--- src/rtl/icache_params.svh ---
/*
  Geometry of the direct-mapped instruction cache and its refill bus.
  Derived widths are written out by hand and must be kept consistent
  with the base values: 32-bit addresses, 128-bit lines, 64-bit beats.
*/
`ifndef ICACHE_PARAMS_SVH
`define ICACHE_PARAMS_SVH

// Byte address width on both sides
`define ICACHE_ADDR_W   32
// One cache line
`define ICACHE_LINE_W   128
// One refill beat
`define ICACHE_BUS_W    64
`define ICACHE_SETS     64

// Derived from the values above
`define ICACHE_OFFSET_W 4
`define ICACHE_INDEX_W  6
`define ICACHE_TAG_W    22
`define ICACHE_BEATS    2
// Burst length is beats minus one
`define ICACHE_BLEN_W   1

`endif

--- src/rtl/icache_pkg.sv ---
/*
  Cache-side types: fetch address, instruction word, line, tag and index.
  Instructions are fixed at 32 bits and fetch addresses are word aligned.
*/
`default_nettype none

`include "icache_params.svh"

package icache_pkg;

  // Byte address of a fetch
  typedef logic [`ICACHE_ADDR_W-1:0] fetch_addr_t;

  // One instruction word, four per line
  typedef logic [31:0] instr_t;

  // Whole line as held in the data array
  typedef logic [`ICACHE_LINE_W-1:0] line_t;

  // Address split into tag | index | offset
  typedef logic [`ICACHE_TAG_W-1:0] tag_t;
  typedef logic [`ICACHE_INDEX_W-1:0] index_t;

  // Lookup FSM
  // IDLE accepts, COMPARE checks the arrays,
  // REFILL_WAIT waits for the bus, RESPOND answers
  typedef enum logic [1:0] {
    IDLE,
    COMPARE,
    REFILL_WAIT,
    RESPOND
  } lookup_state_t;

endpackage

`default_nettype wire

--- src/rtl/rd_bus_pkg.sv ---
/*
  Refill bus types. One read is outstanding at a time, so the bus
  carries no transaction ID; beat size is fixed at the bus width.
*/
`default_nettype none

`include "icache_params.svh"

package rd_bus_pkg;

  // Byte address presented with the request
  typedef logic [`ICACHE_ADDR_W-1:0] bus_addr_t;

  // One data beat
  typedef logic [`ICACHE_BUS_W-1:0] beat_t;

  // Number of beats minus one
  typedef logic [`ICACHE_BLEN_W-1:0] blen_t;

endpackage

`default_nettype wire

--- src/rtl/refill_request.sv ---
/*
  Holds a refill read until the bus grants it. The request is visible in
  the start cycle and a grant in that same cycle ends it at once.
  A new start must not arrive while a request is still pending.
*/
`timescale 1ns/1ps
`default_nettype none

`include "icache_params.svh"

module refill_request (
  input  wire                      clk_i,
  input  wire                      rst_i,
  // From lookup
  input  wire                      refill_start_i,
  input  icache_pkg::fetch_addr_t  refill_addr_i,
  input  wire                      refill_single_i,
  // Bus request side
  input  wire                      rd_gnt_i,
  output logic                     rd_req_o,
  output rd_bus_pkg::bus_addr_t    rd_addr_o,
  output rd_bus_pkg::blen_t        rd_blen_o
);

  logic pending_q;
  logic pending_d;

  // Request payload, held until granted
  icache_pkg::fetch_addr_t addr_q;
  icache_pkg::fetch_addr_t addr_d;
  logic                    single_q;
  logic                    single_d;

  // Stay pending until the grant cycle
  assign pending_d = ~rd_gnt_i & (refill_start_i | pending_q);

  // New request takes over the payload immediately
  assign addr_d   = refill_start_i ? refill_addr_i   : addr_q;
  assign single_d = refill_start_i ? refill_single_i : single_q;

  always_ff @(posedge clk_i) begin
    if (rst_i) begin
      pending_q <= 1'b0;
    end else begin
      pending_q <= pending_d;
    end
  end

  always_ff @(posedge clk_i) begin
    addr_q   <= addr_d;
    single_q <= single_d;
  end

  // Zero-cycle request out
  assign rd_req_o = refill_start_i | pending_q;

  // Bypass reads one beat, 8-byte aligned; refill reads a whole line
  assign rd_addr_o = single_d ?
                     {addr_d[`ICACHE_ADDR_W-1:3], 3'b000} :
                     {addr_d[`ICACHE_ADDR_W-1:`ICACHE_OFFSET_W], {`ICACHE_OFFSET_W{1'b0}}};

  assign rd_blen_o = single_d ? '0 : rd_bus_pkg::blen_t'(`ICACHE_BEATS - 1);

endmodule

`default_nettype wire

--- config.mk ---
export PLATFORM = sky130hd
export DESIGN_NAME = refill_request
export DESIGN_NICKNAME = d
export VERILOG_FILES = /design/src/rtl/icache_pkg.sv /design/src/rtl/rd_bus_pkg.sv /design/src/rtl/refill_request.sv
export VERILOG_INCLUDE_DIRS = /design/src /design/src/rtl
export SDC_FILE = /design/constraint.sdc
export NUM_CORES = 1
export LEC_CHECK = 0
export BUFFER_PORTS_ARGS = -buffer_cell sky130_fd_sc_hd__buf_2
export CELL_PAD_IN_SITES_DETAIL_PLACEMENT = 0
export CELL_PAD_IN_SITES_GLOBAL_PLACEMENT = 1
export CORE_MARGIN = 4
export CORE_UTILIZATION = 31
export DETAILED_ROUTE_END_ITERATION = 16
export PLACE_DENSITY_LB_ADDON = 0.1
export RECOVER_POWER = 100
export SYNTH_ARGS = -nofsm -noshare
export SYNTH_HDL_FRONTEND = slang
export SYNTH_SLANG_ARGS = --single-unit
--- constraint.sdc ---
create_clock -name clk_i -period 0.8 [get_ports clk_i]
set_input_delay 0.04 -clock clk_i [delete_from_list [all_inputs] [get_ports clk_i]]
set_output_delay 0.04 -clock clk_i [all_outputs]
set_load 0.1 [all_outputs]
==> flow_summary.yaml <==
power:
  pwr-share-seq_pct: 33.1
  power.leakage_nw: 1.03
  p_total_mw: 5.31
  clock_power_share_pct: 19.8
  sw_frac_of_total_pct: 39.0
  vdd_ir_drop_max_mv: 0.935
  p_int_mw: 3.24
  switchingPower_mw: 2.07
  combPwrFrac_pct: 47.1
  power_density_nw_per_um2: 2460
yosys:
  yosys_warnings: 0
  yosys.area_share.simple_pct: 1.61
  synth_top_family_by_area: "multiplexers"
  synth_seq_cells: 31
  synth_xor_area_share_pct: 0
  syn-cell-area_um2: 1400
  yosys.area_share.adder_pct: 0
  synth_top_cells_by_area: "dfxtp_1 44%, mux2_4 29%, buf_4 17%"
  synth.area.mux_share_pct: 31.5
  syn_inst: 103
  synth_area_per_cell_um2: 13.6
  seq_area_frac_synth_pct: 44.3
  yosys.area.top_type: "dfxtp_1"
  synth_top_area_share_pct: 44.3
  yosysUniqueCellTypes: 14
  synth_compound_area_share_pct: 0.357
grt:
  grt_pass1_vias: 798
  grt_antenna_before_repair: 0
  grt_overflow: 0
  grt_start_max_net_pins: 18
  grt_pass1_wl_mm: 3.69
  track_usage_pct: 8.97
place:
  dp_hpwl_mm: 1.92
  placed_cell_area_um2: 2020
  place.gp.congestion: 0.639
  io_buffers: 64
timing:
  rsz0062_at_grt: "yes"
  finalCritPeriodShare_pct: 133
  fin_skew_ps: 0
  maxSlewViolCount: 0
  holdWs_ps: 28.3
  max_clock_freq_mhz: 937
  setup_tns_ps: -7780
  setup_slack_ps: -267
  period_needed_ps: 1070
  setup_violations: 32
  hold_viol: 0
clock_network:
  clkSinkCount: 31
  clockBufferDepth: 2
  cts_tree: "built"
  cts_inserted_buffers: 5
  cts_root_buf: "clkbuf_8"
  htree_levels: 2
  path_clk_slew_ps: 60
  clk_latency_ps: 260
layout:
  nets: 186
  n_antenna_cell: 0
  area_growth_pct: 53.9
  drive_gt1_share_pct: 75.0
  final_cell_area_um2: 2160
critical_path:
  startpoint_type: "register"
  critPathKind: "register to primary output"
  worstPathCellList: "nand2_2, o21ai_4, buf_12"
  cp.required_ps: 760
  path_max_fanout: 2
  critPathCaptureType: "primary output"
  cp_slowest_cell: "dfxtp_2"
  max_stage_delay_ps: 360
  arrival_ps: 1030
floorplan:
  die-height_um: 75.2
  start_util_pct: 32.2
  pin_count: 71
  die-area_um2: 5660
  core_um2: 4350
  die_x_um: 75.2
  num_rows: 24
routing:
  postRouteAntennaNets: 0
  num_vias: 795
  first_iter_violations: 9
  routed_wl_mm: 2.47
  routed_via_density: 3.98
  drc_errors: 0
  first_pass_iters: 2
  post_drt_wl_per_cell_um: 12.3
outcome:
  status: "finished with violations"
  violations: "setup timing"
run:
  maxCapViolCount: 0
min_path:
  hp-class: "primary input to register"
==> critical path, delay by kind of cell (launching register included) <==
family / cells / cell delay (ps)
DFF: 1 / 360
and+or+nand+nor: 1 / 70
AOI/OAI and AO/OA: 1 / 140
buffers and inverters: 1 / 190
==> through the flow <==
stage / std cells / util [%] / setup WS, ps
after floorplan: 105 / - / -349
after global placement: 189 / 46.5 / -155
after global routing: 200 / 49.5 / -318
after detailed placement: 189 / 46.5 / -174
after CTS: 199 / 49.3 / -286
final: 200 / 49.5 / -267
==> cell families (layout without fill, tap and decap cells) <==
family | after synthesis | in the layout
flops | 31 | 31
other cells | 1 | 3
mux | 30 | 30
buf+inv | 36 | 79
simple gates | 4 | 4
compound gates | 1 | 1
==> Yosys cell counts <==
master	n
dfxtp_1	31
buf_6	1
nor3b_1	1
mux2_2	2
inv_2	1
buf_4	31
buf_12	3
nand3_1	1
or2_1	1
o21ai_0	1
conb_1	1
mux2_4	27
mux2i_2	1
nand2_1	1
==> worst paths after layout <==
| path | from | end | depth (start not counted) | slack (ps) |
|---|---|---|---|---|
| worst max-delay path | single_q$_DFF_P_ | rd_addr_o[3] | 3 | -270 |
| worst min-delay path | refill_addr_i[5] | addr_q[5]$_DFF_P_ | 2 | 30 |
| worst max register to register | addr_q[14]$_DFF_P_ | addr_q[14]$_DFF_P_ | 2 | -10 |
| worst min register to register | addr_q[8]$_DFF_P_ | addr_q[8]$_DFF_P_ | 1 | 490 |
==> routing by layer <==
layer	part of all wire (%)	up-vias	global-route usage, %	routed length, um
met5	0	-	0	0
met4	2.0	0	5.83	49
met3	11	4	4.41	281
met2	50	36	14.7	1240
li1	-	394	-	-
met1	36	361	9.02	893
==> cells in the final DEF, fill, tap and decap left out, types with 2 or more instances in the layout <==
master         count
clkbuf_8           5
mux2_4            28
buf_4              3
buf_2             33
buf_12            33
conb_1             3
dlygate4sd3_1      2
dfxtp_1           30
==> layout make-up <==
type                    instances  area, um2
clock buffers                   6       72.6
fillers                       387       2200
inverters                       1       3.75
multi-input cells              38        514
flip-flops and latches         31        622
well taps                      52       65.1
repair buffers                 72        880
==> flip-flops by register name (all words and copies together) (netlist names) <==
| name | count |
|---|---|
| single_q | 1 |
| addr_q | 29 |
| pending_q | 1 |
==> repair_timing <==
| action | in CTS | in global routing |
|---|---|---|
| hold buffers | 2 | 0 |
| setup buffers | 2 | 1 |
| hold endpoints to repair | 1 | 0 |
| gates resized for setup | 6 | 1 |
| setup endpoints to repair | 32 | 33 |
==> power by group through the flow <==
| stage | sequential [mW] | combinational, mW | clock, mW |
|---|---|---|---|
| floorplan | 1.77 | 2.26 | 0 |
| global placement | 1.78 | 2.46 | 0 |
| detailed placement | 1.78 | 2.48 | 0 |
| CTS | 1.76 | 2.52 | 1.13 |
| global route | 1.77 | 2.57 | 1.19 |
| finish | 1.75 | 2.50 | 1.05 |
(Power assumes the default switching activity.)
