File: config.mk
export PLATFORM = sky130hd
export DESIGN_NAME = burst_assembler
export DESIGN_NICKNAME = d
export VERILOG_FILES = /design/src/rtl/icache_pkg.sv /design/src/rtl/rd_bus_pkg.sv /design/src/rtl/burst_assembler.sv
export VERILOG_INCLUDE_DIRS = /design/src /design/src/rtl
export SDC_FILE = /design/constraint.sdc
export NUM_CORES = 1
export LEC_CHECK = 0
export BUFFER_PORTS_ARGS = -buffer_cell sky130_fd_sc_hd__buf_4
export CAP_MARGIN = 20
export CORE_UTILIZATION = 52
export CTS_CLUSTER_DIAMETER = 150
export DETAILED_ROUTE_END_ITERATION = 12
export GPL_ROUTABILITY_DRIVEN = 1
export PLACE_DENSITY = 0.86
export SLEW_MARGIN = 20
export SYNTH_ARGS = -nofsm -noshare
export SYNTH_HDL_FRONTEND = slang
export SYNTH_SLANG_ARGS = --single-unit
File: constraint.sdc
create_clock -name clk_i -period 3.2 [get_ports clk_i]
set_input_delay 0.16 -clock clk_i [delete_from_list [all_inputs] [get_ports clk_i]]
set_output_delay 0.16 -clock clk_i [all_outputs]
set_load 0.05 [all_outputs]
File: src/rtl/icache_params.svh
/*
  Geometry of the direct-mapped instruction cache and its refill bus.
  Derived widths are written out by hand and must be kept consistent
  with the base values: 32-bit addresses, 128-bit lines, 64-bit beats.
*/
`ifndef ICACHE_PARAMS_SVH
`define ICACHE_PARAMS_SVH

// Byte address width on both sides
`define ICACHE_ADDR_W   32
// One cache line
`define ICACHE_LINE_W   128
// One refill beat
`define ICACHE_BUS_W    64
`define ICACHE_SETS     64

// Derived from the values above
`define ICACHE_OFFSET_W 4
`define ICACHE_INDEX_W  6
`define ICACHE_TAG_W    22
`define ICACHE_BEATS    2
// Burst length is beats minus one
`define ICACHE_BLEN_W   1

`endif

File: src/rtl/icache_pkg.sv
/*
  Cache-side types: fetch address, instruction word, line, tag and index.
  Instructions are fixed at 32 bits and fetch addresses are word aligned.
*/
`default_nettype none

`include "icache_params.svh"

package icache_pkg;

  // Byte address of a fetch
  typedef logic [`ICACHE_ADDR_W-1:0] fetch_addr_t;

  // One instruction word, four per line
  typedef logic [31:0] instr_t;

  // Whole line as held in the data array
  typedef logic [`ICACHE_LINE_W-1:0] line_t;

  // Address split into tag | index | offset
  typedef logic [`ICACHE_TAG_W-1:0] tag_t;
  typedef logic [`ICACHE_INDEX_W-1:0] index_t;

  // Lookup FSM
  // IDLE accepts, COMPARE checks the arrays,
  // REFILL_WAIT waits for the bus, RESPOND answers
  typedef enum logic [1:0] {
    IDLE,
    COMPARE,
    REFILL_WAIT,
    RESPOND
  } lookup_state_t;

endpackage

`default_nettype wire

File: src/rtl/rd_bus_pkg.sv
/*
  Refill bus types. One read is outstanding at a time, so the bus
  carries no transaction ID; beat size is fixed at the bus width.
*/
`default_nettype none

`include "icache_params.svh"

package rd_bus_pkg;

  // Byte address presented with the request
  typedef logic [`ICACHE_ADDR_W-1:0] bus_addr_t;

  // One data beat
  typedef logic [`ICACHE_BUS_W-1:0] beat_t;

  // Number of beats minus one
  typedef logic [`ICACHE_BLEN_W-1:0] blen_t;

endpackage

`default_nettype wire

File: src/rtl/burst_assembler.sv
/*
  Builds a cache line from returning beats. Beats enter from the top;
  the first beat of each burst is also copied to offset 0, so a lone
  bypass beat ends up in the low half. Assumes line wider than a beat.
*/
`timescale 1ns/1ps
`default_nettype none

`include "icache_params.svh"

module burst_assembler (
  input  wire                clk_i,
  input  wire                rst_i,
  // Read data from the bus
  input  wire                rd_valid_i,
  input  wire                rd_last_i,
  input  rd_bus_pkg::beat_t  rd_data_i,
  // Assembled line to lookup
  output logic               line_valid_o,
  output icache_pkg::line_t  line_data_o
);

  icache_pkg::line_t shift_q;
  icache_pkg::line_t shift_d;

  // Marks the next beat as the start of a burst
  logic first_q;
  logic first_d;

  always_comb begin
    first_d = first_q;
    shift_d = shift_q;
    if (rd_valid_i) begin
      first_d = rd_last_i;
      // Shift down one beat, new beat on top
      shift_d = {rd_data_i, shift_q[`ICACHE_LINE_W-1:`ICACHE_BUS_W]};
      // Single-beat reply must land at offset 0
      if (first_q) begin
        shift_d[`ICACHE_BUS_W-1:0] = rd_data_i;
      end
    end
  end

  always_ff @(posedge clk_i) begin
    if (rst_i) begin
      first_q <= 1'b1;
    end else begin
      first_q <= first_d;
    end
  end

  // Line shift register
  always_ff @(posedge clk_i) begin
    shift_q <= shift_d;
  end

  // Line is handed over in the cycle of the last beat
  assign line_valid_o = rd_valid_i & rd_last_i;
  assign line_data_o  = shift_d;

endmodule

`default_nettype wire

==> tab_implementation.tex, run 1 <==
\begin{tabular}{lr}
\hline
Metric & Value \\
\hline
\multicolumn{2}{l}{\textbf{Floorplanning}} \\
\quad Placeable core region & 9153 um\^{}2 \\
\quad Standard-cell row count & 35 \\
\quad Floorplan die width & 98.96 um \\
\quad I/O pin count & between 150 and 200 \\
\quad Die Ht & 98.96 um \\
\quad Starting utilization of the core area & between 50 and 60\% \\
\quad Die Outline Area & just under 10000 um\^{}2 \\
\multicolumn{2}{l}{\textbf{Power}} \\
\quad Maximum resistive drop on vdd & 392.7 uV \\
\quad Cell Pwr Density & $\sim$670 nW/um\^{}2 \\
\quad Leakage & approximately 3.7 nW \\
\multicolumn{2}{l}{\textbf{Layout}} \\
\quad Fraction of final layout cells with drive strength greater than 1 & roughly 40\% \\
\quad Highest-count cells in the layout ignoring fill and taps & buf\_4, dfxtp\_1, dlygate4sd3\_1 \\
\quad Antenna diode count & 0 \\
\quad Nets@finish & around 740 \\
\quad Layout overhead on the synthesized area & 54.26\% \\
\quad Most frequent standard cell in the layout excluding fill and tap cells & buf\_4 \\
\multicolumn{2}{l}{\textbf{CTS}} \\
\quad Root Driver & clkbuf\_8 \\
\quad Number of H-tree levels & 4 \\
\quad Number of buffers inserted during clock tree synthesis & 17 \\
\quad Clock slew at the register clock pins of the worst setup and hold paths & $\sim$0.06 ns \\
\quad Total clock sinks & 129 \\
\quad Clock latency of the later-clocked register in the worst-skew pair & 0.49 ns \\
\quad Number of resized instances in the post-cts repair step & 0 \\
\quad Clock tree buffer depth & 2 \\
\quad TritonCTS clock tree & done \\
\multicolumn{2}{l}{\textbf{Min path}} \\
\quad Number of cells traversed by the worst hold path & 2 \\
\quad Path type of the worst min-delay path & primary input to flip-flop \\
\quad Worst hold endpoint & shift\_q[56] \\
\quad Hold Crit Start & rd\_valid\_i \\
\multicolumn{2}{l}{\textbf{Worst setup path}} \\
\quad Startpoint of the worst-slack reg-to-reg timing path & first\_q \\
\quad Critical Path Start Type & flip-flop \\
\quad Capture instance of the worst register-to-register path & first\_q \\
\quad Category of the worst setup path capture point & primary output \\
\quad Worst endpoint data arrival time & approximately 2.2 ns \\
\quad Crit path required time & between 3 and 4 ns \\
\quad Maximum fanout encountered on the critical timing path & 36 \\
\quad Worst Path Class, Setup & flip-flop to primary output \\
\quad Reg2Reg Depth & 3 \\
\quad R2R setup slack & 1.40 ns \\
\multicolumn{2}{l}{\textbf{Timing}} \\
\quad Slew @ Worst Pin & 0.5441 ns \\
\quad Worst slew margin relative to its limit & between 60 and 70\% \\
\quad Smallest setup slack after layout & approximately 0.87 ns \\
\quad Max Clock Skew & $\sim$0.0088 ns \\
\quad Fmax & around 430 MHz \\
\quad Min Clock Period, post-route & 2.326 ns \\
\quad Post-route fraction of the period consumed by the critical path & between 70\% and 80\% \\
\quad Max Slew Vio Count & 0 \\
\quad Final setup viols & 0 \\
\quad Unrepaired setup endpoints after global routing & no \\
\quad Setup TNS & 0 ns \\
\quad Final Hold Vio Count & 0 \\
\multicolumn{2}{l}{\textbf{Global route}} \\
\quad Antenna violations before repair & 0 \\
\quad Residual overflow from global routing & 0 \\
\quad First-pass GRT wire length & 20430 um \\
\quad Global Route Usage Sum & a little over a quarter \\
\quad Via count of the first global-routing pass & approximately 4300 \\
\quad Pin count of the biggest net entering global routing & between 90 and 100 \\
\multicolumn{2}{l}{\textbf{Synth}} \\
\quad Syn Area/Cell & 11.72 um\^{}2 \\
\quad Sequential share of the synthesized area & between 50 and 60\% \\
\quad Distinct cell type count after synthesis & 13 \\
\quad Number of warnings reported in the yosys synthesis log & 0 \\
\quad Cell area after synthesis & roughly 4900 um\^{}2 \\
\quad Total nets after synthesis & 485 \\
\quad Count of state elements after synthesis & about 130 \\
\quad Synthesized netlist cell count & around 420 \\
\multicolumn{2}{l}{\textbf{Detailed routing}} \\
\quad Ratio of routed vias to standard cells & a little over 5 \\
\quad 1st-iter DRT viols & 83 \\
\quad Total length of routed wires & 12960 um \\
\quad Length of the first detailed-routing pass in iterations & 4 \\
\quad DRC viols & 0 \\
\quad Detail-routed net length per standard cell & 16.26 um \\
\quad Via count & $\sim$4000 \\
\quad Number of nets with antenna violations after detailed routing & 0 \\
\multicolumn{2}{l}{\textbf{Placement}} \\
\quad Port buffer count & slightly below 200 \\
\quad DPL Wire Length & a little under 8000 um \\
\quad Minimum setup slack after placement & about 1.4 ns \\
\quad Final weighted congestion in routability-driven placement & between 0.7 and 0.8 \\
\multicolumn{2}{l}{\textbf{Job}} \\
\quad Max cap viols & 0 \\
\multicolumn{2}{l}{\textbf{Status}} \\
\quad Outcome & finished clean \\
\hline
\end{tabular}
sequential cells by signal, indices dropped and copies added, names as in the netlist:
name / flops
shift_q: 128
first_q: 1
repair_timing:
item / 4_1_cts / 5_1_grt
buffers inserted: 0 / 0
hold endpoints to repair: 69 / 0
setup endpoints to repair: 0 / 0
hold buffers: 66 / 0
critical path, cell delays in order, from the launching register on:
cell and delay [ns]:
dfxtp_4 0.70, buf_12 0.33, mux2i_1 0.13, a21oi_1 0.25
buf_4 0.25
cells in the mapped netlist:
library cell	number	area share, %
a211o_1	1	0.18
a21oi_1	54	5.5
a21oi_2	10	1.8
and2_1	1	0.13
buf_2	16	1.6
buf_4	3	0.46
buf_6	10	2.3
dfxtp_1	129	53
inv_1	1	0.077
mux2_1	34	7.8
mux2_4	30	9.2
mux2i_1	64	13
nor2_1	64	4.9
final cells by class:
cell class / instances / area, um^2
clock inverter: 13 / 102.6
clock buffer: 19 / 431.7
sequential: 129 / 2586
multi-input combinational: 258 / 2087
timing repair buffer: 266 / 2191
tap: 111 / 138.9
inverter: 1 / 3.754
fill: 511 / 1612
routing by layer:
| layer | GRT usage [%] | vias to the layer above | share of wire, % |
|---|---|---|---|
| met1 | 27.65 | 1915 | 37 |
| li1 | - | 1960 | - |
| met5 | 0 | - | 0 |
| met4 | 12.06 | 0 | 3.3 |
| met2 | 49.70 | 145 | 54 |
| met3 | 7.943 | 36 | 5.7 |
how the worst max path moves through the flow:
stage          depth (start not counted)     from  slack (ns)               to
5_1_grt                                4  first_q        0.72  line_data_o[22]
3_5_place_dp                           4  first_q        1.39  line_data_o[22]
6_report                               4  first_q        0.87  line_data_o[25]
4_1_cts                                4  first_q        0.82  line_data_o[22]
2_1_floorplan                          4  first_q        1.43      shift_q[15]
3_3_place_gp                           4  first_q        1.38  line_data_o[22]
metrics by stage:
stage	area, um^2	power, mW	std cells	hold WS, ns	util [%]
CTS	7541	5.082	797	0.08155	82.39
finish	7541	5.071	797	0.1063	82.39
global placement	6346	3.275	699	0.3450	69.34
detailed placement	6346	3.309	699	0.3545	69.34
floorplan	4888	2.897	417	0.2586	-
global route	7541	5.259	797	0.08663	82.39
where the power goes:
group / internal (mW) / leakage (nW) / switching, mW / total [mW]
Sequential: 1.79 / 1.09 / 0.0872 / 1.88
Combinational: 0.515 / 2.38 / 0.969 / 1.48
Clock: 0.985 / 0.256 / 0.722 / 1.71
Total: 3.29 / 3.72 / 1.78 / 5.07
kinds of logic after synthesis:
family / Yosys count / synth area share [%]
flops: 129 / 52.83
mux: 128 / 30.15
compound gates: 65 / 7.499
simple gates: 65 / 5.042
buf+inv: 30 / 4.479
Note: power is estimated with default switching activity, not from simulation.
==> run 2: changes to the inputs <==
--- a/config.mk
+++ b/config.mk
@@ -8,11 +8,11 @@
 export LEC_CHECK = 0
 export BUFFER_PORTS_ARGS = -buffer_cell sky130_fd_sc_hd__buf_4
 export CAP_MARGIN = 20
-export CORE_UTILIZATION = 52
+export CORE_UTILIZATION = 48
 export CTS_CLUSTER_DIAMETER = 150
 export DETAILED_ROUTE_END_ITERATION = 12
 export GPL_ROUTABILITY_DRIVEN = 1
-export PLACE_DENSITY = 0.86
+export PLACE_DENSITY = 0.8
 export SLEW_MARGIN = 20
 export SYNTH_ARGS = -nofsm -noshare
 export SYNTH_HDL_FRONTEND = slang
==> constraint.sdc (replaced) <==
create_clock -name clk_i -period 2.29 [get_ports clk_i]
set_input_delay 0.1145 -clock clk_i [delete_from_list [all_inputs] [get_ports clk_i]]
set_output_delay 0.1145 -clock clk_i [all_outputs]
set_load 0.05 [all_outputs]
==> tab_implementation.tex, run 2 (synthesis gave the netlist of run 1 again) <==
\begin{tabular}{lr}
\hline
Metric & Value \\
\hline
\multicolumn{2}{l}{\textbf{Worst setup path}} \\
\quad Critical Path Slowest Stage Cell & dfxtp\_4 (unchanged) \\
\quad Worst endpoint data arrival time & 1.98 ns (was 2.17 ns) \\
\quad Biggest cell delay along the critical path & 0.59 ns (was 0.70 ns) \\
\quad Critical Path Start Type & flip-flop (unchanged) \\
\quad Worst Path Class, Setup & flip-flop to primary output (unchanged) \\
\quad Crit path required time & 2.18 ns (was 3.04 ns) \\
\quad R2R setup slack & 0.87 ns (was 1.40 ns) \\
\quad Category of the worst setup path capture point & primary output (unchanged) \\
\quad Maximum fanout encountered on the critical timing path & 22 (was 36) \\
\quad Startpoint of the worst-slack reg-to-reg timing path & first\_q (unchanged) \\
\quad Capture instance of the worst register-to-register path & first\_q (unchanged) \\
\quad List of cells traversed by the critical path & buf\_12 > mux2i\_1 > a21oi\_1 > buf\_4 (unchanged) \\
\quad Reg2Reg Depth & 2 (was 3) \\
\multicolumn{2}{l}{\textbf{Floorplanning}} \\
\quad Starting utilization of the core area & 49.78\% (was 53.41\%) \\
\quad I/O pin count & 197 (unchanged) \\
\quad Standard-cell row count & 36 (was 35) \\
\quad Die Ht & 102.9 um (was 98.96 um) \\
\quad Die Outline Area & 10590 um\^{}2 (was 9792 um\^{}2) \\
\quad Floorplan die width & 102.9 um (was 98.96 um) \\
\quad Placeable core region & 9819 um\^{}2 (was 9153 um\^{}2) \\
\multicolumn{2}{l}{\textbf{CTS}} \\
\quad Number of H-tree levels & 4 (unchanged) \\
\quad Total clock sinks & 129 (unchanged) \\
\quad Root Driver & clkbuf\_8 (unchanged) \\
\quad Number of resized instances in the post-cts repair step & 0 (unchanged) \\
\quad Number of buffers inserted during clock tree synthesis & 17 (unchanged) \\
\quad Clock tree buffer depth & 2 (unchanged) \\
\quad TritonCTS clock tree & done (unchanged) \\
\quad Clock slew at the register clock pins of the worst setup and hold paths & 0.06 ns (about the same) \\
\quad Clock latency of the later-clocked register in the worst-skew pair & 0.50 ns (was 0.49 ns) \\
\multicolumn{2}{l}{\textbf{Global route}} \\
\quad Residual overflow from global routing & 0 (unchanged) \\
\quad Via count of the first global-routing pass & 4088 (was 4254) \\
\quad Global Route Usage Sum & 22.61\% (was 26.77\%) \\
\quad First-pass GRT wire length & 18260 um (was 20430 um) \\
\quad Antenna violations before repair & 0 (unchanged) \\
\quad Pin count of the biggest net entering global routing & 55 (was 94) \\
\multicolumn{2}{l}{\textbf{Layout}} \\
\quad Highest-count cells in the layout ignoring fill and taps & buf\_4, dfxtp\_1, dlygate4sd3\_1 (unchanged) \\
\quad Cell area after layout & 7649 um\^{}2 (was 7541 um\^{}2) \\
\quad Fill cell count & 608 (was 511) \\
\quad Most frequent standard cell in the layout excluding fill and tap cells & buf\_4 (unchanged) \\
\quad Fraction of final layout cells with drive strength greater than 1 & 39.48\% (was 39.65\%) \\
\quad Register with the highest flop count & shift\_q (unchanged) \\
\quad Layout overhead on the synthesized area & 56.46\% (was 54.26\%) \\
\quad Non-filler instance count after layout & 822 (was 797) \\
\quad Flip-flop count of the largest register after layout & 128 (unchanged) \\
\quad Antenna diode count & 0 (unchanged) \\
\quad Nets@finish & 744 (was 741) \\
\quad Registers with the highest flip-flop counts & shift\_q (128), first\_q (1) (unchanged) \\
\multicolumn{2}{l}{\textbf{Power}} \\
\quad Post-route total power & 7.114 mW (was 5.071 mW) \\
\quad Maximum resistive drop on vdd & 546.8 uV (was 392.7 uV) \\
\quad Leakage & 3.755 nW (was 3.719 nW) \\
\quad Cell Pwr Density & 930.2 nW/um\^{}2 (was 672.5 nW/um\^{}2) \\
\multicolumn{2}{l}{\textbf{Placement}} \\
\quad DPL Wire Length & 7831 um (was 7946 um) \\
\quad Final weighted congestion in routability-driven placement & 0.7953 (was 0.7194) \\
\quad Port buffer count & 196 (unchanged) \\
\quad Placed cell count & 724 (was 699) \\
\quad Placed cell areas & 6446 um\^{}2 (was 6346 um\^{}2) \\
\multicolumn{2}{l}{\textbf{Timing}} \\
\quad Worst slew margin relative to its limit & 70.35\% (was 63.73\%) \\
\quad Final Hold Vio Count & 0 (unchanged) \\
\quad Slew @ Worst Pin & 0.4448 ns (was 0.5441 ns) \\
\quad Final setup viols & 0 (unchanged) \\
\quad Setup TNS & 0 ns (unchanged) \\
\quad Max Slew Vio Count & 0 (unchanged) \\
\quad Min Clock Period, post-route & approximately 2.1 ns \\
\quad Max Clock Skew & 0.01366 ns (was 0.008811 ns) \\
\quad Post-route fraction of the period consumed by the critical path & a little over 90\% \\
\quad Fmax & 477.7 MHz \\
\quad Unrepaired setup endpoints after global routing & no (unchanged) \\
\multicolumn{2}{l}{\textbf{Min path}} \\
\quad Number of cells traversed by the worst hold path & 3 (was 2) \\
\quad Hold Crit Start & rd\_valid\_i (unchanged) \\
\quad Path type of the worst min-delay path & primary input to flip-flop (unchanged) \\
\quad Worst hold endpoint & shift\_q[2] (was shift\_q[56]) \\
\multicolumn{2}{l}{\textbf{Detailed routing}} \\
\quad Via count & 3993 (was 4056) \\
\quad Ratio of routed vias to standard cells & 4.858 (was 5.089) \\
\quad Number of nets with antenna violations after detailed routing & 0 (unchanged) \\
\quad 1st-iter DRT viols & 62 (was 83) \\
\quad Length of the first detailed-routing pass in iterations & 4 (unchanged) \\
\quad Total length of routed wires & 12180 um (was 12960 um) \\
\quad Detail-routed net length per standard cell & 14.81 um (was 16.26 um) \\
\quad DRC viols & 0 (unchanged) \\
\multicolumn{2}{l}{\textbf{Status}} \\
\quad Outcome & finished clean (unchanged) \\
\multicolumn{2}{l}{\textbf{Job}} \\
\quad Max cap viols & 0 (unchanged) \\
\hline
\end{tabular}
-- run 2: cell types whose count changed in the layout (fill, tap and decap cells not counted) --
cell / delta
clkbuf_1: +3
clkinv_2: +1
buf_12: +4
buf_4: -1
bufinv_16: +1
clkbuf_8: +1
clkinv_4: -1
inv_6: -5
-- run 2: per-layer routing --
metal  share of wire [%]  track usage, %  up-vias
li1                    -               -     1977
met1                  38           21.94     1838
met2                  53           42.21      148
met3                 6.7           7.390       30
met4                 2.7           12.35        0
met5                   0               0        -
-- run 2: critical path: cells and delay by family, from the launching register on --
kind / cells / cell delay, ns
muxes: 1 / 0.26
AOI/OAI and AO/OA: 1 / 0.12
DFF: 1 / 0.59
buffers and inverters: 2 / 0.47
-- run 2: final cells by class --
cell class	count	area (um^2)	share of cell area (%)
well taps	133	166.4	2.176
flip-flops and latches	129	2586	33.81
clock inverters	9	85.08	1.112
repair buffers	269	2263	29.59
inverters	1	3.754	0.04908
multi-input cells	258	2087	27.29
clock buffers	23	456.7	5.971
-- run 2: how the worst max path moves through the flow --
| stage | cells after the start | slack [ns] | endpoint | from |
|---|---|---|---|---|
| 2_1_floorplan | 4 | 0.52 | shift_q[15] | first_q |
| 3_3_place_gp | 4 | 0.76 | line_data_o[36] | first_q |
| 3_5_place_dp | 4 | 0.75 | line_data_o[39] | first_q |
| 4_1_cts | 4 | 0.18 | line_data_o[48] | first_q |
| 5_1_grt | 4 | 0.11 | line_data_o[25] | first_q |
| 6_report | 4 | 0.20 | line_data_o[25] | first_q |
-- run 2: repair_timing --
| action | in CTS | in global routing |
|---|---|---|
| hold buffers | 66 | 0 |
| buffers inserted | 0 | 0 |
| hold endpoints to repair | 122 | 0 |
-- run 2: per-stage QoR --
step / setup WS, ns / util [%] / hold WS (ns)
after floorplan: 0.5245 / - / 0.2131
after global placement: 0.7650 / 65.65 / 0.3053
after detailed placement: 0.7496 / 65.65 / 0.3064
after CTS: 0.1794 / 77.89 / 0.06798
after global routing: 0.1089 / 77.89 / 0.1020
final: 0.1965 / 77.89 / 0.1038
-- run 2: power breakdown --
| group | leakage, nW | switching (mW) | internal (mW) |
|---|---|---|---|
| sequential | 1.09 | 0.109 | 2.51 |
| clock | 0.258 | 0.925 | 1.49 |
| combinational | 2.41 | 1.35 | 0.733 |
| total | 3.75 | 2.38 | 4.73 |
==> run 3: changes to the inputs <==
==> constraint.sdc (replaced) <==
create_clock -name clk_i -period 2 [get_ports clk_i]
set_input_delay 0.1 -clock clk_i [delete_from_list [all_inputs] [get_ports clk_i]]
set_output_delay 0.1 -clock clk_i [all_outputs]
set_load 0.05 [all_outputs]
==> tab_implementation.tex, run 3 (synthesis gave the netlist of run 1 again) <==
\begin{tabular}{lr}
\hline
Metric & Value \\
\hline
\multicolumn{2}{l}{\textbf{Status}} \\
\quad Outcome & finished clean (unchanged) \\
\multicolumn{2}{l}{\textbf{CTS}} \\
\quad Total clock sinks & 129 (unchanged) \\
\quad TritonCTS clock tree & done (unchanged) \\
\quad Number of H-tree levels & 4 (unchanged) \\
\quad Clock slew at the register clock pins of the worst setup and hold paths & 0.06 ns (about the same) \\
\quad Clock tree buffer depth & 2 (unchanged) \\
\quad Clock latency of the later-clocked register in the worst-skew pair & 0.53 ns (was 0.50 ns) \\
\quad Number of buffers inserted during clock tree synthesis & 17 (unchanged) \\
\quad Post-CTS Setup Bufs & 0 (unchanged) \\
\quad Root Driver & clkbuf\_8 (unchanged) \\
\multicolumn{2}{l}{\textbf{Layout}} \\
\quad Fraction of final layout cells with drive strength greater than 1 & 39.74\% (was 39.48\%) \\
\quad Register cell area after layout & 2586 um\^{}2 (unchanged) \\
\quad Layout overhead on the synthesized area & 59.87\% (was 56.46\%) \\
\quad Highest-count cells in the layout ignoring fill and taps & buf\_4, dfxtp\_1, dlygate4sd3\_1 (unchanged) \\
\quad Flip-flop count of the largest register after layout & 128 (unchanged) \\
\quad Registers with the highest flip-flop counts & shift\_q (128), first\_q (1) (unchanged) \\
\quad Final Core Density & 79.59\% (was 77.89\%) \\
\quad Area of combinational cells with multiple inputs & 2087 um\^{}2 (unchanged) \\
\quad Nets@finish & 747 (was 744) \\
\quad Cell area after layout & 7815 um\^{}2 (was 7649 um\^{}2) \\
\quad Antenna diode count & 0 (unchanged) \\
\quad Most frequent standard cell in the layout excluding fill and tap cells & buf\_4 (unchanged) \\
\quad Register with the highest flop count & shift\_q (unchanged) \\
\quad Fill cell count & 585 (was 608) \\
\multicolumn{2}{l}{\textbf{Timing}} \\
\quad Max Slew Vio Count & 0 (unchanged) \\
\quad Final hold slack & 0.3519 ns (was 0.1038 ns) \\
\quad Fmax & between 500 and 600 MHz \\
\quad Unrepaired setup endpoints after global routing & no (unchanged) \\
\quad Post-route fraction of the period consumed by the critical path & between 90\% and 100\% \\
\quad Max Clock Skew & 0.01315 ns (was 0.01366 ns) \\
\quad Final Hold Vio Count & 0 (unchanged) \\
\quad Setup TNS & 0 ns (unchanged) \\
\quad Slew @ Worst Pin & 0.3100 ns (was 0.4448 ns) \\
\quad Min Clock Period, post-route & 1.889 ns \\
\quad Worst slew margin relative to its limit & 79.33\% (was 70.35\%) \\
\quad Final setup viols & 0 (unchanged) \\
\multicolumn{2}{l}{\textbf{Detailed routing}} \\
\quad DRC viols & 0 (unchanged) \\
\quad Via count & 4033 (was 3993) \\
\quad Ratio of routed vias to standard cells & 4.888 (was 4.858) \\
\quad Number of nets with antenna violations after detailed routing & 0 (unchanged) \\
\quad Length of the first detailed-routing pass in iterations & 4 (unchanged) \\
\quad Total length of routed wires & 13140 um (was 12180 um) \\
\quad 1st-iter DRT viols & 69 (was 62) \\
\quad Detail-routed net length per standard cell & 15.93 um (was 14.81 um) \\
\multicolumn{2}{l}{\textbf{Floorplanning}} \\
\quad I/O pin count & 197 (unchanged) \\
\quad Floorplan die width & 102.9 um (unchanged) \\
\quad Die Outline Area & 10590 um\^{}2 (unchanged) \\
\quad Starting utilization of the core area & 49.78\% (unchanged) \\
\quad Placeable core region & 9819 um\^{}2 (unchanged) \\
\quad Die Ht & 102.9 um (unchanged) \\
\quad Standard-cell row count & 36 (unchanged) \\
\multicolumn{2}{l}{\textbf{Global route}} \\
\quad Residual overflow from global routing & 0 (unchanged) \\
\quad Via count of the first global-routing pass & 4106 (was 4088) \\
\quad Global Route Usage Sum & 24.49\% (was 22.61\%) \\
\quad Antenna violations before repair & 0 (unchanged) \\
\quad First-pass GRT wire length & 19350 um (was 18260 um) \\
\quad Pin count of the biggest net entering global routing & 55 (unchanged) \\
\multicolumn{2}{l}{\textbf{Placement}} \\
\quad Port buffer count & 196 (unchanged) \\
\quad Final weighted congestion in routability-driven placement & 0.7375 (was 0.7953) \\
\quad DPL Wire Length & 7771 um (was 7831 um) \\
\quad Placed cell areas & 6429 um\^{}2 (was 6446 um\^{}2) \\
\multicolumn{2}{l}{\textbf{Worst setup path}} \\
\quad Worst Path Class, Setup & primary input to primary output (was flip-flop to primary output) \\
\quad Biggest cell delay along the critical path & 0.57 ns (was 0.59 ns) \\
\quad Maximum fanout encountered on the critical timing path & 40 (was 22) \\
\quad List of cells traversed by the critical path & dlygate4sd3\_1 > buf\_12 > buf\_4 > mux2\_1 > buf\_4 (was buf\_12 > mux2i\_1 > a21oi\_1 > buf\_4) \\
\quad Category of the worst setup path capture point & primary output (unchanged) \\
\quad Worst endpoint data arrival time & 1.79 ns (was 1.98 ns) \\
\quad Crit path required time & 1.90 ns (was 2.18 ns) \\
\quad Critical Path Slowest Stage Cell & dlygate4sd3\_1 (was dfxtp\_4) \\
\quad Critical Path Start Type & primary input (was flip-flop) \\
\quad Most frequent CP cell & buf\_4 \\
\multicolumn{2}{l}{\textbf{Power}} \\
\quad Maximum resistive drop on vdd & 768.3 uV (was 546.8 uV) \\
\quad Cell Pwr Density & 1135 nW/um\^{}2 (was 930.2 nW/um\^{}2) \\
\quad Leakage & 3.844 nW (was 3.755 nW) \\
\quad Post-route total power & 8.867 mW (was 7.114 mW) \\
\multicolumn{2}{l}{\textbf{Min path}} \\
\quad Path type of the worst min-delay path & primary input to flip-flop (unchanged) \\
\multicolumn{2}{l}{\textbf{Job}} \\
\quad Max cap viols & 0 (unchanged) \\
\hline
\end{tabular}
run 3: changes by cell type in the layout (fill, tap and decap cells not counted):
| cell | change |
|---|---|
| buf_4 | +3 |
| buf_6 | -1 |
| clkbuf_16 | +2 |
| buf_16 | +2 |
| dlygate4sd3_1 | +1 |
| clkinvlp_4 | -2 |
| clkinv_4 | -2 |
| clkbuf_1 | -1 |
| buf_12 | -3 |
| clkbuf_8 | -1 |
| bufinv_16 | +5 |
run 3: path summary, 6_finish.rpt:
kind	startpoint	end	slack, ns	cells after the start
max	rd_valid_i	line_data_o[127]	0.11	5
min	rd_data_i[0]	shift_q[64]	0.35	3
min reg2reg	shift_q[49]	shift_q[49]	0.47	2
max reg2reg	first_q	first_q	0.44	3
run 3: critical path, delay by kind of cell:
| family | cells | cell delay, ns |
|---|---|---|
| multiplexers | 1 | 0.38 |
| buffers and inverters | 4 | 1.29 |
run 3: through the flow:
step	worst slack, ns	cells
finish	0.1108	825
global route	0.04002	825
CTS	0.01041	824
detailed placement	0.5924	725
global placement	0.6117	725
floorplan	0.2345	417
run 3: final cells by class:
cell class	count	area share [%]
Tap cell	133	2.129
Clock inverter	10	2.594
Sequential cell	129	33.09
Inverter	1	0.04803
Timing Repair Buffer	272	29.49
Multi-Input combinational cell	258	26.71
Clock buffer	22	5.940
run 3: layer usage:
layer | wire [um] | track usage [%]
met1 | 5005 | 24.27
met2 | 6891 | 43.95
met5 | 0 | 0
met3 | 860 | 9.559
met4 | 381 | 13.33
run 3: what timing repair did:
item                       CTS  global route
hold endpoints to repair   128             0
hold buffers                67             0
gates resized for setup      0             5
setup endpoints to repair    0            11
run 3: power by group:
part | switching [mW] | total, mW | internal (mW)
Combinational | 1.57 | 2.42 | 0.849
Clock | 1.08 | 3.46 | 2.38
Sequential | 0.120 | 2.99 | 2.87
